File: src/source/cu_setup_pkg.sv
`default_nettype none

package cu_setup_pkg;

// --------------------
// Setup word layout
// --------------------
localparam int SETUP_WORD_W      = 32;
localparam int FLUSH_ENABLE_BIT  = 2;
localparam int PROGRAM_COUNT_LSB = 3;
localparam int PROGRAM_COUNT_MSB = 15;
localparam int FLUSH_COUNT_LSB   = 16;
localparam int FLUSH_COUNT_MSB   = 31;

// Beat and outstanding counters
localparam int COUNT_W = 16;

// Request FIFO, four entries spare above the threshold
localparam int FIFO_DEPTH  = 16;
localparam int PROG_THRESH = 12;

// --------------------
// Sequencer FSM codes
// --------------------
localparam int STATE_W = 3;

localparam logic [STATE_W-1:0] STATE_IDLE       = 3'd0;
localparam logic [STATE_W-1:0] STATE_READ_RUN   = 3'd1;
localparam logic [STATE_W-1:0] STATE_READ_WAIT  = 3'd2;
localparam logic [STATE_W-1:0] STATE_FLUSH_HOLD = 3'd3;
localparam logic [STATE_W-1:0] STATE_FLUSH_RUN  = 3'd4;
localparam logic [STATE_W-1:0] STATE_FLUSH_WAIT = 3'd5;
localparam logic [STATE_W-1:0] STATE_FINISHED   = 3'd6;

endpackage : cu_setup_pkg

`default_nettype wire

File: src/source/mem_request_pkg.sv
`default_nettype none

package mem_request_pkg;

// Request word format
localparam int ADDR_W = 32;
localparam int CMD_W  = 2;

// Command codes carried with each request
localparam logic [CMD_W-1:0] CMD_MEM_READ    = 2'd1;
localparam logic [CMD_W-1:0] CMD_CACHE_FLUSH = 2'd2;

// One memory beat, index to byte address
localparam int BEAT_BYTES = 64;
localparam int BEAT_SHIFT = $clog2(BEAT_BYTES);

endpackage : mem_request_pkg

`default_nettype wire
File: src/source/request_pop_if.sv
`timescale 1ns/1ps
`default_nettype none

interface request_pop_if;

logic                               valid;
logic [mem_request_pkg::CMD_W-1:0]  cmd;
logic [mem_request_pkg::ADDR_W-1:0] address;
logic                               take;

// FIFO read side, head entry shown ahead
modport buffer (
    output valid,
    output cmd,
    output address,
    input  take
);

// Issue stage side
modport consumer (
    input  valid,
    input  cmd,
    input  address,
    output take
);

endinterface : request_pop_if

`default_nettype wire

File: src/source/request_push_if.sv
`timescale 1ns/1ps
`default_nettype none

interface request_push_if;

logic                               valid;
logic [mem_request_pkg::CMD_W-1:0]  cmd;
logic [mem_request_pkg::ADDR_W-1:0] address;
logic                               prog_full;

// Request generator side
modport producer (
    output valid,
    output cmd,
    output address,
    input  prog_full
);

// FIFO write side
modport buffer (
    input  valid,
    input  cmd,
    input  address,
    output prog_full
);

endinterface : request_push_if

`default_nettype wire

File: src/source/cu_setup.sv
`timescale 1ns/1ps
`default_nettype none

module cu_setup (
    input  wire logic                                  ap_clk,
    input  wire logic                                  areset_cu_setup,
    input  wire logic                                  descriptor_valid,
    input  wire logic [cu_setup_pkg::SETUP_WORD_W-1:0] descriptor_word,
    input  wire logic                                  cu_flush,
    input  wire logic                                  request_ready,
    input  wire logic                                  response_valid,
    output logic                                       request_valid,
    output logic [mem_request_pkg::CMD_W-1:0]          request_cmd,
    output logic [mem_request_pkg::ADDR_W-1:0]         request_address,
    output logic                                       done
);

logic drained;

request_push_if push_bus ();
request_pop_if  pop_bus ();

// --------------------
// Generator
// --------------------
setup_sequencer setup_sequencer_i (
    .ap_clk          (ap_clk),
    .areset_cu_setup (areset_cu_setup),
    .descriptor_valid(descriptor_valid),
    .descriptor_word (descriptor_word),
    .cu_flush        (cu_flush),
    .drained         (drained),
    .push            (push_bus.producer),
    .done            (done)
);

// Request queue between generator and memory side
request_fifo request_fifo_i (
    .ap_clk         (ap_clk),
    .areset_cu_setup(areset_cu_setup),
    .push           (push_bus.buffer),
    .pop            (pop_bus.buffer)
);

// --------------------
// Memory side
// --------------------
request_issue request_issue_i (
    .ap_clk         (ap_clk),
    .areset_cu_setup(areset_cu_setup),
    .pop            (pop_bus.consumer),
    .request_ready  (request_ready),
    .response_valid (response_valid),
    .request_valid  (request_valid),
    .request_cmd    (request_cmd),
    .request_address(request_address),
    .drained        (drained)
);

endmodule : cu_setup

`default_nettype wire

File: src/source/request_issue.sv
`timescale 1ns/1ps
`default_nettype none

module request_issue (
    input  wire logic                             ap_clk,
    input  wire logic                             areset_cu_setup,
    request_pop_if.consumer                       pop,
    input  wire logic                             request_ready,
    input  wire logic                             response_valid,
    output logic                                  request_valid,
    output logic [mem_request_pkg::CMD_W-1:0]     request_cmd,
    output logic [mem_request_pkg::ADDR_W-1:0]    request_address,
    output logic                                  drained
);

logic [cu_setup_pkg::COUNT_W-1:0] outstanding;

// Ready level drains the FIFO one entry per cycle
assign pop.take = pop.valid && request_ready;

// --------------------
// Request outputs
// --------------------
always_ff @(posedge ap_clk) begin
    if (areset_cu_setup) begin
        request_valid <= 1'b0;
    end else begin
        request_valid <= pop.take;
    end
end

always_ff @(posedge ap_clk) begin
    if (pop.take) begin
        request_cmd     <= pop.cmd;
        request_address <= pop.address;
    end
end

// --------------------
// Outstanding count
// --------------------
always_ff @(posedge ap_clk) begin
    if (areset_cu_setup) begin
        outstanding <= '0;
    end else begin
        case ({pop.take, response_valid})
            2'b10:   outstanding <= outstanding + 1'b1;
            2'b01:   outstanding <= outstanding - 1'b1;
            default: outstanding <= outstanding;
        endcase
    end
end

// Nothing queued and every issued request answered
assign drained = !pop.valid && (outstanding == '0);

assert property (@(posedge ap_clk) disable iff (areset_cu_setup)
    response_valid |-> (outstanding != '0))
    else $error("request_issue: response with no request outstanding");

endmodule : request_issue

`default_nettype wire

File: src/source/request_fifo.sv
`timescale 1ns/1ps
`default_nettype none

module request_fifo (
    input  wire logic      ap_clk,
    input  wire logic      areset_cu_setup,
    request_push_if.buffer push,
    request_pop_if.buffer  pop
);

logic [mem_request_pkg::CMD_W-1:0]           cmd_mem  [cu_setup_pkg::FIFO_DEPTH];
logic [mem_request_pkg::ADDR_W-1:0]          addr_mem [cu_setup_pkg::FIFO_DEPTH];
logic [$clog2(cu_setup_pkg::FIFO_DEPTH)-1:0] wr_ptr;
logic [$clog2(cu_setup_pkg::FIFO_DEPTH)-1:0] rd_ptr;
logic [$clog2(cu_setup_pkg::FIFO_DEPTH):0]   fill_count;
logic                                        pop_fire;

assign pop_fire = pop.valid && pop.take;

// Storage
always_ff @(posedge ap_clk) begin
    if (push.valid) begin
        cmd_mem[wr_ptr]  <= push.cmd;
        addr_mem[wr_ptr] <= push.address;
    end
end

// Pointers wrap on their own, depth is a power of two
always_ff @(posedge ap_clk) begin
    if (areset_cu_setup) begin
        wr_ptr     <= '0;
        rd_ptr     <= '0;
        fill_count <= '0;
    end else begin
        if (push.valid) begin
            wr_ptr <= wr_ptr + 1'b1;
        end
        if (pop_fire) begin
            rd_ptr <= rd_ptr + 1'b1;
        end
        case ({push.valid, pop_fire})
            2'b10:   fill_count <= fill_count + 1'b1;
            2'b01:   fill_count <= fill_count - 1'b1;
            default: fill_count <= fill_count;
        endcase
    end
end

// Show-ahead head entry
assign pop.valid   = (fill_count != '0);
assign pop.cmd     = cmd_mem[rd_ptr];
assign pop.address = addr_mem[rd_ptr];

assign push.prog_full = (fill_count >= cu_setup_pkg::PROG_THRESH);

assert property (@(posedge ap_clk) disable iff (areset_cu_setup)
    push.valid |-> (fill_count != cu_setup_pkg::FIFO_DEPTH))
    else $error("request_fifo: push into a full FIFO");

assert property (@(posedge ap_clk) disable iff (areset_cu_setup)
    pop.take |-> pop.valid)
    else $error("request_fifo: take from an empty FIFO");

endmodule : request_fifo

`default_nettype wire

File: src/source/setup_sequencer.sv
`timescale 1ns/1ps
`default_nettype none

module setup_sequencer (
    input  wire logic                                  ap_clk,
    input  wire logic                                  areset_cu_setup,
    input  wire logic                                  descriptor_valid,
    input  wire logic [cu_setup_pkg::SETUP_WORD_W-1:0] descriptor_word,
    input  wire logic                                  cu_flush,
    input  wire logic                                  drained,
    request_push_if.producer                           push,
    output logic                                       done
);

logic                                  descriptor_valid_q;
logic [cu_setup_pkg::SETUP_WORD_W-1:0] setup_word;
logic [cu_setup_pkg::STATE_W-1:0]      state;
logic [cu_setup_pkg::COUNT_W-1:0]      beat_index;
logic [cu_setup_pkg::COUNT_W-1:0]      program_count;
logic [cu_setup_pkg::COUNT_W-1:0]      flush_count;
logic [cu_setup_pkg::COUNT_W-1:0]      phase_count;
logic [mem_request_pkg::ADDR_W-1:0]    beat_address;
logic                                  flush_phase;
logic                                  last_beat;

// --------------------
// Descriptor capture
// --------------------
always_ff @(posedge ap_clk) begin
    if (areset_cu_setup) begin
        descriptor_valid_q <= 1'b0;
    end else begin
        descriptor_valid_q <= descriptor_valid && (state == cu_setup_pkg::STATE_IDLE);
    end
end

// Only one descriptor per run is taken
always_ff @(posedge ap_clk) begin
    if (descriptor_valid && (state == cu_setup_pkg::STATE_IDLE)) begin
        setup_word <= descriptor_word;
    end
end

// Beat counts zero extended to the counter width
always_comb begin
    program_count = '0;
    program_count[cu_setup_pkg::PROGRAM_COUNT_MSB-cu_setup_pkg::PROGRAM_COUNT_LSB:0] =
        setup_word[cu_setup_pkg::PROGRAM_COUNT_MSB:cu_setup_pkg::PROGRAM_COUNT_LSB];
    flush_count = '0;
    flush_count[cu_setup_pkg::FLUSH_COUNT_MSB-cu_setup_pkg::FLUSH_COUNT_LSB:0] =
        setup_word[cu_setup_pkg::FLUSH_COUNT_MSB:cu_setup_pkg::FLUSH_COUNT_LSB];
end

// --------------------
// Request generator
// --------------------
assign flush_phase = (state == cu_setup_pkg::STATE_FLUSH_RUN);
assign phase_count = flush_phase ? flush_count : program_count;
assign last_beat   = (beat_index == phase_count - 1'b1);

always_comb begin
    beat_address = '0;
    beat_address[cu_setup_pkg::COUNT_W-1:0] = beat_index;
end

assign push.valid   = ((state == cu_setup_pkg::STATE_READ_RUN) || flush_phase) &&
                      !push.prog_full;
assign push.cmd     = flush_phase ? mem_request_pkg::CMD_CACHE_FLUSH :
                                    mem_request_pkg::CMD_MEM_READ;
assign push.address = beat_address << mem_request_pkg::BEAT_SHIFT;

assign done = (state == cu_setup_pkg::STATE_FINISHED);

// --------------------
// Setup FSM
// --------------------
always_ff @(posedge ap_clk) begin
    if (areset_cu_setup) begin
        state      <= cu_setup_pkg::STATE_IDLE;
        beat_index <= '0;
    end else begin
        case (state)
            cu_setup_pkg::STATE_IDLE: begin
                beat_index <= '0;
                if (descriptor_valid_q) begin
                    // Empty program goes straight to the drain check
                    state <= (program_count == '0) ? cu_setup_pkg::STATE_READ_WAIT :
                                                     cu_setup_pkg::STATE_READ_RUN;
                end
            end
            cu_setup_pkg::STATE_READ_RUN: begin
                if (push.valid) begin
                    beat_index <= beat_index + 1'b1;
                    if (last_beat) begin
                        state <= cu_setup_pkg::STATE_READ_WAIT;
                    end
                end
            end
            cu_setup_pkg::STATE_READ_WAIT: begin
                beat_index <= '0;
                if (drained) begin
                    state <= setup_word[cu_setup_pkg::FLUSH_ENABLE_BIT] ?
                             cu_setup_pkg::STATE_FLUSH_HOLD : cu_setup_pkg::STATE_FINISHED;
                end
            end
            cu_setup_pkg::STATE_FLUSH_HOLD: begin
                if (cu_flush) begin
                    state <= (flush_count == '0) ? cu_setup_pkg::STATE_FLUSH_WAIT :
                                                   cu_setup_pkg::STATE_FLUSH_RUN;
                end
            end
            cu_setup_pkg::STATE_FLUSH_RUN: begin
                if (push.valid) begin
                    beat_index <= beat_index + 1'b1;
                    if (last_beat) begin
                        state <= cu_setup_pkg::STATE_FLUSH_WAIT;
                    end
                end
            end
            cu_setup_pkg::STATE_FLUSH_WAIT: begin
                if (drained) begin
                    state <= cu_setup_pkg::STATE_FINISHED;
                end
            end
            default: begin
                // Finished holds until reset
                state <= state;
            end
        endcase
    end
end

// Run phases never step past their beat count
assert property (@(posedge ap_clk) disable iff (areset_cu_setup)
    push.valid |-> (beat_index < phase_count))
    else $error("setup_sequencer: push beyond the phase beat count");

endmodule : setup_sequencer

`default_nettype wire

File: config.mk
export PLATFORM = sky130hd
export DESIGN_NAME = cu_setup
export DESIGN_NICKNAME = d
export VERILOG_FILES = /design/src/source/cu_setup_pkg.sv /design/src/source/mem_request_pkg.sv /design/src/source/request_pop_if.sv /design/src/source/request_push_if.sv /design/src/source/cu_setup.sv /design/src/source/request_issue.sv /design/src/source/request_fifo.sv /design/src/source/setup_sequencer.sv
export SDC_FILE = /design/constraint.sdc
export NUM_CORES = 1
export LEC_CHECK = 0
export ABC_CLOCK_PERIOD_IN_PS = 4600
export BUFFER_PORTS_ARGS = -buffer_cell sky130_fd_sc_hd__buf_2
export CAP_MARGIN = 10
export CORE_UTILIZATION = 50
export CTS_BUF_LIST = sky130_fd_sc_hd__clkbuf_4 sky130_fd_sc_hd__clkbuf_8 sky130_fd_sc_hd__clkbuf_16
export DETAILED_ROUTE_END_ITERATION = 8
export PLACE_DENSITY = 0.67
export SYNTH_ARGS = -nofsm -noshare
export SYNTH_HDL_FRONTEND = slang
export SYNTH_SLANG_ARGS = --single-unit
File: constraint.sdc
create_clock -name ap_clk -period 4.6 [get_ports ap_clk]
set_input_delay 0.69 -clock ap_clk [delete_from_list [all_inputs] [get_ports ap_clk]]
set_output_delay 0.69 -clock ap_clk [all_outputs]
set_load 0.005 [all_outputs]
---- Word level (Yosys, flattened, before mapping) ----
Memories as Yosys holds them, arrays and structs flattened. A register that Yosys moved wholly into a read port is not among the register bits.
Cells that the tools add are included.
word-level totals
  bits in registers ....................... 114
  latch bits .............................. 0
  memory bits (writable) .................. 288
  ROM bits ................................ 0
  output and inout port bits .............. 36
  word-level logic and storage cells ...... 82
  memories kept ........................... 2
memories
  name                     depth  width  rd ports  clocked after memory_dff  wr ports  RTL line            source
  request_fifo_i.addr_mem  16     16     1         1                         1         request_fifo.sv:12  logic [mem_request_pkg::ADDR_W-1:0] addr_mem [cu_setup_pkg::FIFO_DEPTH];
  request_fifo_i.cmd_mem   16     2      1         1                         1         request_fifo.sv:11  logic [mem_request_pkg::CMD_W-1:0] cmd_mem [cu_setup_pkg::FIFO_DEPTH];
operators by class
  add/sub/neg operators ................... 8
  $mul .................................... 0
  divide/modulo/power cells ............... 0
  magnitude comparators ................... 1
  equal/unequal tests ..................... 20
  shift-type cells ........................ 0
  mux-type cells .......................... 20
  bitwise gates (word level) .............. 0
  reduce and logical (&&, ||, !) cells .... 21
operators with widths
  kind                                                                      count
  16-bit one-hot mux with 2 select lines                                    2
  16-bit logical NOT                                                        3
  16-bit by 1-bit adder with 16-bit output (second input constant)          2
  16-bit two-way mux                                                        2
  16-bit by 1-bit subtractor with 16-bit output (second input constant)     2
  3-bit two-way mux                                                         9
  3-bit one-hot mux with 6 select lines                                     1
  16-bit equality test                                                      1
  2-bit by 1-bit inequality test with 1-bit output (second input constant)  5
  5-bit one-hot mux with 2 select lines                                     1
  3-bit equality test (second input constant)                               3
  9-bit AND reduction                                                       1
  4-bit by 1-bit adder with 4-bit output (second input constant)            2
  2-bit inequality test (second input constant)                             4
  3-bit by 2-bit equality test with 1-bit output (second input constant)    2
  2-bit nonzero test                                                        3
  6-bit nonzero test                                                        1
  5-bit by 1-bit adder with 5-bit output (second input constant)            1
  5-bit by 4-bit >= comparator with 1-bit output (second input constant)    1
  1-bit logical AND                                                         5
  5-bit nonzero test                                                        1
  5-bit by 1-bit subtractor with 5-bit output (second input constant)       1
  2-bit by 1-bit equality test with 1-bit output (second input constant)    2
  2-bit equality test (second input constant)                               2
  8 further kinds                                                           13

---- Depth between registers and ports, before layout ----
  depth in word-level cells ............... 7
  gate-level depth with buffers ........... 15
  mapped depth without buffers ............ 13

---- Cells and area by module ----
A second synthesis with hierarchy kept.
second synthesis, totals
  cells, all modules ...................... 1498
  area total of the unflattened synthesis .. 26885.8 um^2
by module, submodules not included
  module           instances  cells an instance  area each (um^2)
  request_fifo     1          946                21251.6
  setup_sequencer  1          297                2905.3
  request_issue    1          255                2728.9

---- Worst setup path before layout ----
OpenSTA, ideal clock, no wires.
  kind .................................... reg-to-reg
  start ................................... register request_fifo_i.fill_count[0] in the netlist's numbering
  end ..................................... register request_issue_i.outstanding[15] in the netlist's numbering
  setup time .............................. 121 ps
  arrival ................................. 3577 ps
  data required time ...................... 4479 ps
  slack ................................... 902 ps
  stages on the path, launching flop included .. 13
  clock period less this slack ............ 3698 ps
  cell sequence ........................... dfxtp_1 or4_1 o21ai_1 ha_1 ha_1 o21ai_0 o211ai_1 a211oi_1 o41a_1 o21ai_0 o22ai_1 a31o_2 mux2_2
between the ends
  word-level cells in the longest chain between the ends .. 4
RTL lines
  item                                                                                          RTL line             source
  start: declaration                                                                            request_fifo.sv:15   logic [$clog2(cu_setup_pkg::FIFO_DEPTH):0] fill_count;
  start signal: assignment                                                                      request_fifo.sv:42   2'b10: fill_count <= fill_count + 1'b1;
  start signal: assignment                                                                      request_fifo.sv:43   2'b01: fill_count <= fill_count - 1'b1;
  start signal: assignment                                                                      request_fifo.sv:44   default: fill_count <= fill_count;
  5-bit nonzero test (*)                                                                        request_fifo.sv:50   assign pop.valid = (fill_count != '0);
  1-bit logical AND (*)                                                                         request_issue.sv:19  assign pop.take = pop.valid && request_ready;
  2-bit by 1-bit equality test with 1-bit output / 2-bit equality test (equally long branches)  request_issue.sv:46  case ({pop.take, response_valid})
  16-bit one-hot mux with 2 select lines / 2-bit nonzero test (equally long branches)           n/a
  end signal: assignment                                                                        request_issue.sv:47  2'b10: outstanding <= outstanding + 1'b1;
  end signal: assignment                                                                        request_issue.sv:48  2'b01: outstanding <= outstanding - 1'b1;
  end signal: assignment                                                                        request_issue.sv:49  default: outstanding <= outstanding;
  end: declaration                                                                              request_issue.sv:16  logic [cu_setup_pkg::COUNT_W-1:0] outstanding;
Mark *: on every way between the ends. The rest lies on a longest branch, timed or not.
A chain may end at the register's enable or synchronous reset.

---- Final worst setup path ----
Ends and elaborated chain as after synthesis.

==> impl_results.md <==
* Diode insertion count for antenna repair at 0
* Crit path largest cell delay at about 570 ps
* Kind of path behind the tightest hold check: input pin to flop
* Std-Cell Core Area at 0.0325 mm^2
* Combined flip-flop and latch cell area at around 0.011 mm^2
* Starting Density at roughly half
* Clock-pin slew on the worst setup and hold paths at 60 ps
* Worst reg-to-reg setup slack at slightly above 700 ps
* Highest-utilization routing layer at the global route stage: met2
* Detailed-routing iteration count for the pre-antenna-repair pass at 5
* Minimum hold slack at roughly 330 ps
* Worst Clk Skew at roughly 18 ps
* Routability-driven placement congestion ratio at around 0.83
* Worst reg2reg startpoint: request_fifo_i.fill_count[0]
* Achievable clock frequency at 258 MHz
* Data required time at the worst endpoint at around 5000 ps
* Number of setup buffers added after CTS at 0
* Period Utilization, post-route at 84.3%
* Pre-CTS setup slack at just under 800 ps
* Root buffer cell: clkbuf_16
* Worst Max-Slew Pin Slew at approximately 1000 ps
* Post-synthesis sequential element count at just under 400
* Setup crit start kind: flop
* Predominant post-synthesis flop cell: edfxtp_1
* Global-route total usage across every layer at 20.4%
* Placed cell count at roughly 1500
* Type of the worst setup path: flop to flop
* Via density per instance at roughly 5.8
* Setup TNS at 0 ps
* Cells on worst reg2reg path at 12
* Final critical path time including I/O delays and setup at roughly 3900 ps
* Destination of the worst hold path: setup_sequencer_i.setup_word[14]
* Maximum buffer depth of the clock tree at 3
* Count of endpoints failing hold in the final timing report at 0
* Met2 usage in global routing at approximately a third
* Total power divided by cell area at between 500 and 600 mW/mm^2
* Initial DRC Count at 688
* CP Data Arrival Time at between 4000 and 5000 ps
* Area Overhead vs Synth at 12.7%
* Area after detailed placement at 0.0174 mm^2
* ANT nets after route at 0
* Overall via count from detail_route at roughly 9000
* Number of maximum-capacitance constraint violations at 0
* Worst path cell trace: or4_1 -> o21ai_1 -> ha_1 -> ha_1 -> o21ai_0 -> o211ai_1 -> a211oi_1 -> o41a_1 -> o21ai_0 -> o22ai_1 -> a31o_2 -> mux2_2
* Hold buffers post-CTS at 0
* CP Buf/Inv Count at 0
* Max rail drop VDD at between 0.0003 and 0.0004 V
* H-Tree Level Count at 2
* Fraction of the yosys area taken by sequential cells at between 60% and 70%
* TritonCTS clock tree: built
* Floorplan row count at 66
* Unrepaired setup endpoints after global routing: false
* Port Buf Inserts at 55
* Family of cells with the greatest summed delay on the critical path: compound AO/OA/AOI/OAI gates
* Fraction of met1 tracks used by global routing at between 20% and 30%
* Wire length of the first global-routing pass at between 50000 and 60000 um
* Total of endpoints with negative setup slack in the final report at 0
* Worst max-slew margin expressed relative to the limit at a little under a third
* Met3 Resource Use GR at between 3 and 4%
* Maximum number of pins on one net before global-route repair at 65
* Filler cell count in the final layout at 2509
* Biggest fanout along the worst timing path at 9
* Total congestion overflow at 0
* Full die area at between 0.03 and 0.04 mm^2
* Fin area at about 0.019 mm^2
* Status: completed
* Worst hold stages at 1
* Number of buffers inserted during clock tree synthesis at 40
* Die span in x at ~180 um
* Source-to-sink clock delay at the later pin of the worst-skew pair at around 550 ps
* Share of cells above drive strength 1 at 24.0%
* Number of enable flip-flop cells after synthesis at between 300 and 400
* Final net count at 1156
* Critical Path End Type: flop
* FFs w/ async S/R, synth at 0%
* Area of the multi-input gates at approximately 0.0052 mm^2
* Slowest CP cell: or4_1
* Number of global-route vias before repair at between 8000 and 9000
* Max-slew violation total from the final report at 0
* Num Clock Sinks at 386
* Mean instance size in the synthesized netlist at approximately 16 um^2
* Total I/O pin count at 74
* Post-CTS resize count at 0
* Number of distinct library cell variants in the gate-level netlist after synthesis at 82
* Chip height at approximately 180 um
* Final WS setup at just over 700 ps
* Dpl hpwl at 19700 um
* Routed len/inst at between 20 and 25 um
* Number of antenna violations at the first check in global routing at 0
* Total routed wirelength at between 30000 and 40000 um
* Reported leakage power at ~6.3 nW
* Post-route non-filler standard cell count at ~1600
* Post-route DRC violation count at 0
* Cell area after synthesis at around 0.017 mm^2
* Yosys warning total at 0
* Min-delay src: descriptor_word[14]
* Cells after synthesis at between 1000 and 1500
* Reg-to-Reg End: request_issue_i.outstanding[15]
flip-flops by register name (all words and copies together) (netlist names):
register and flops:
request_issue_i.request_valid 1, setup_sequencer_i.setup_word 30, setup_sequencer_i.beat_index 16, setup_sequencer_i.descriptor_valid_q 1
request_fifo_i.addr_mem 256, request_issue_i.request_cmd 2, request_fifo_i.fill_count 5, request_fifo_i.cmd_mem 32
request_issue_i.request_address 16, setup_sequencer_i.state 3, request_issue_i.outstanding 16, request_fifo_i.rd_ptr 4
request_fifo_i.wr_ptr 4
cells by family after synthesis:
family                   after synthesis  synth area share, %
AO/OA/AOI/OAI                        123                 5.04
XOR/XNOR                              42                 2.22
adder cells (fa/ha/maj)               28                 2.21
buffers and inverters                 81                 2.42
flip-flops                           386                 67.0
multiplexers                         109                 13.4
other                                  1               0.0226
AND/OR/NAND/NOR                      246                 7.74
worst max path at each step:
stage,slack [ps],endpoint,cells past startpoint,startpoint
after floorplan,900,request_issue_i.outstanding[15],12,request_fifo_i.fill_count[0]
after global placement,730,request_issue_i.outstanding[15],12,request_fifo_i.fill_count[0]
after detailed placement,770,request_issue_i.outstanding[15],12,request_fifo_i.fill_count[0]
after CTS,730,request_issue_i.outstanding[15],12,request_fifo_i.fill_count[0]
after global routing,440,request_issue_i.outstanding[15],12,request_fifo_i.fill_count[0]
final,720,request_issue_i.outstanding[15],12,request_fifo_i.fill_count[0]
metrics by stage:
stage | total power, mW | util, %
final | 10.2 | 57.4
after global placement | 7.10 | 53.5
after floorplan | 6.48 | -
after CTS | 10.3 | 57.4
after detailed placement | 7.15 | 53.5
after global routing | 10.7 | 57.4
cell usage after synthesis (all sizes together) (8+ instances only):
cell,n,area (um^2)
nand4,8,50.1
clkbuf,30,113
o21ai,23,115
xnor2,15,131
mux4,90,2030
a21oi,42,210
nand3,17,90.1
mux2i,17,170
dfxtp,50,1000
nand2,44,168
inv,19,71.3
edfxtp,336,10100
ha,26,325
nor2,71,267
buf,30,204
nor3,25,130
nor4,11,75.1
xor2,27,236
or3,11,73.8
nand2b,15,93.8
metal layers:
metal  vias to the layer above  wire (um)
met5                         -          0
met4                         0        716
met3                        50       2010
met2                       299      16300
met1                      4545      14400
li1                       4148          -
power by group:
group | total [mW] | switching, mW | internal, mW | leakage (nW)
sequential | 4.55 | 0.352 | 4.19 | 3.56
clock | 3.14 | 1.30 | 1.84 | 0.645
combinational | 2.50 | 1.25 | 1.26 | 2.14
area by class of cell:
type / count / share of cell area [%]
well taps: 442 / 2.96
clock inverters: 21 / 1.11
multi-input cells: 564 / 27.9
clock buffers: 49 / 5.76
inverters: 21 / 0.449
flip-flops and latches: 386 / 59.4
repair buffers: 77 / 2.43
cell usage in the layout, fill, tap and decap left out, types with 4 or more instances in the layout:
master	netlist	routed
edfxtp_1	336	336
mux4_2	90	90
nor2_1	71	59
buf_2	1	55
dfxtp_1	50	48
nand2_1	43	43
a21oi_1	42	42
clkbuf_16	0	40
xor2_1	27	27
ha_1	26	26
o21ai_0	21	21
buf_4	19	21
nor3_1	24	20
inv_1	19	19
mux2i_1	17	17
nand3_1	16	16
conb_1	1	16
xnor2_1	15	15
nand2b_1	15	15
or3_1	10	10
nor4_1	10	10
nor2_2	0	8
nand4_1	8	8
clkinv_2	0	8
clkbuf_4	0	8
clkinv_1	1	7
and3_1	6	6
a211oi_1	6	6
o211ai_1	6	6
nand3b_1	6	6
or4_1	5	5
and2_1	5	5
nor3_2	1	5
nor2b_1	5	5
a21o_1	5	5
nor2_4	0	4
o21a_1	4	4
o22ai_1	4	4
Power figures use the tool's default switching activity.
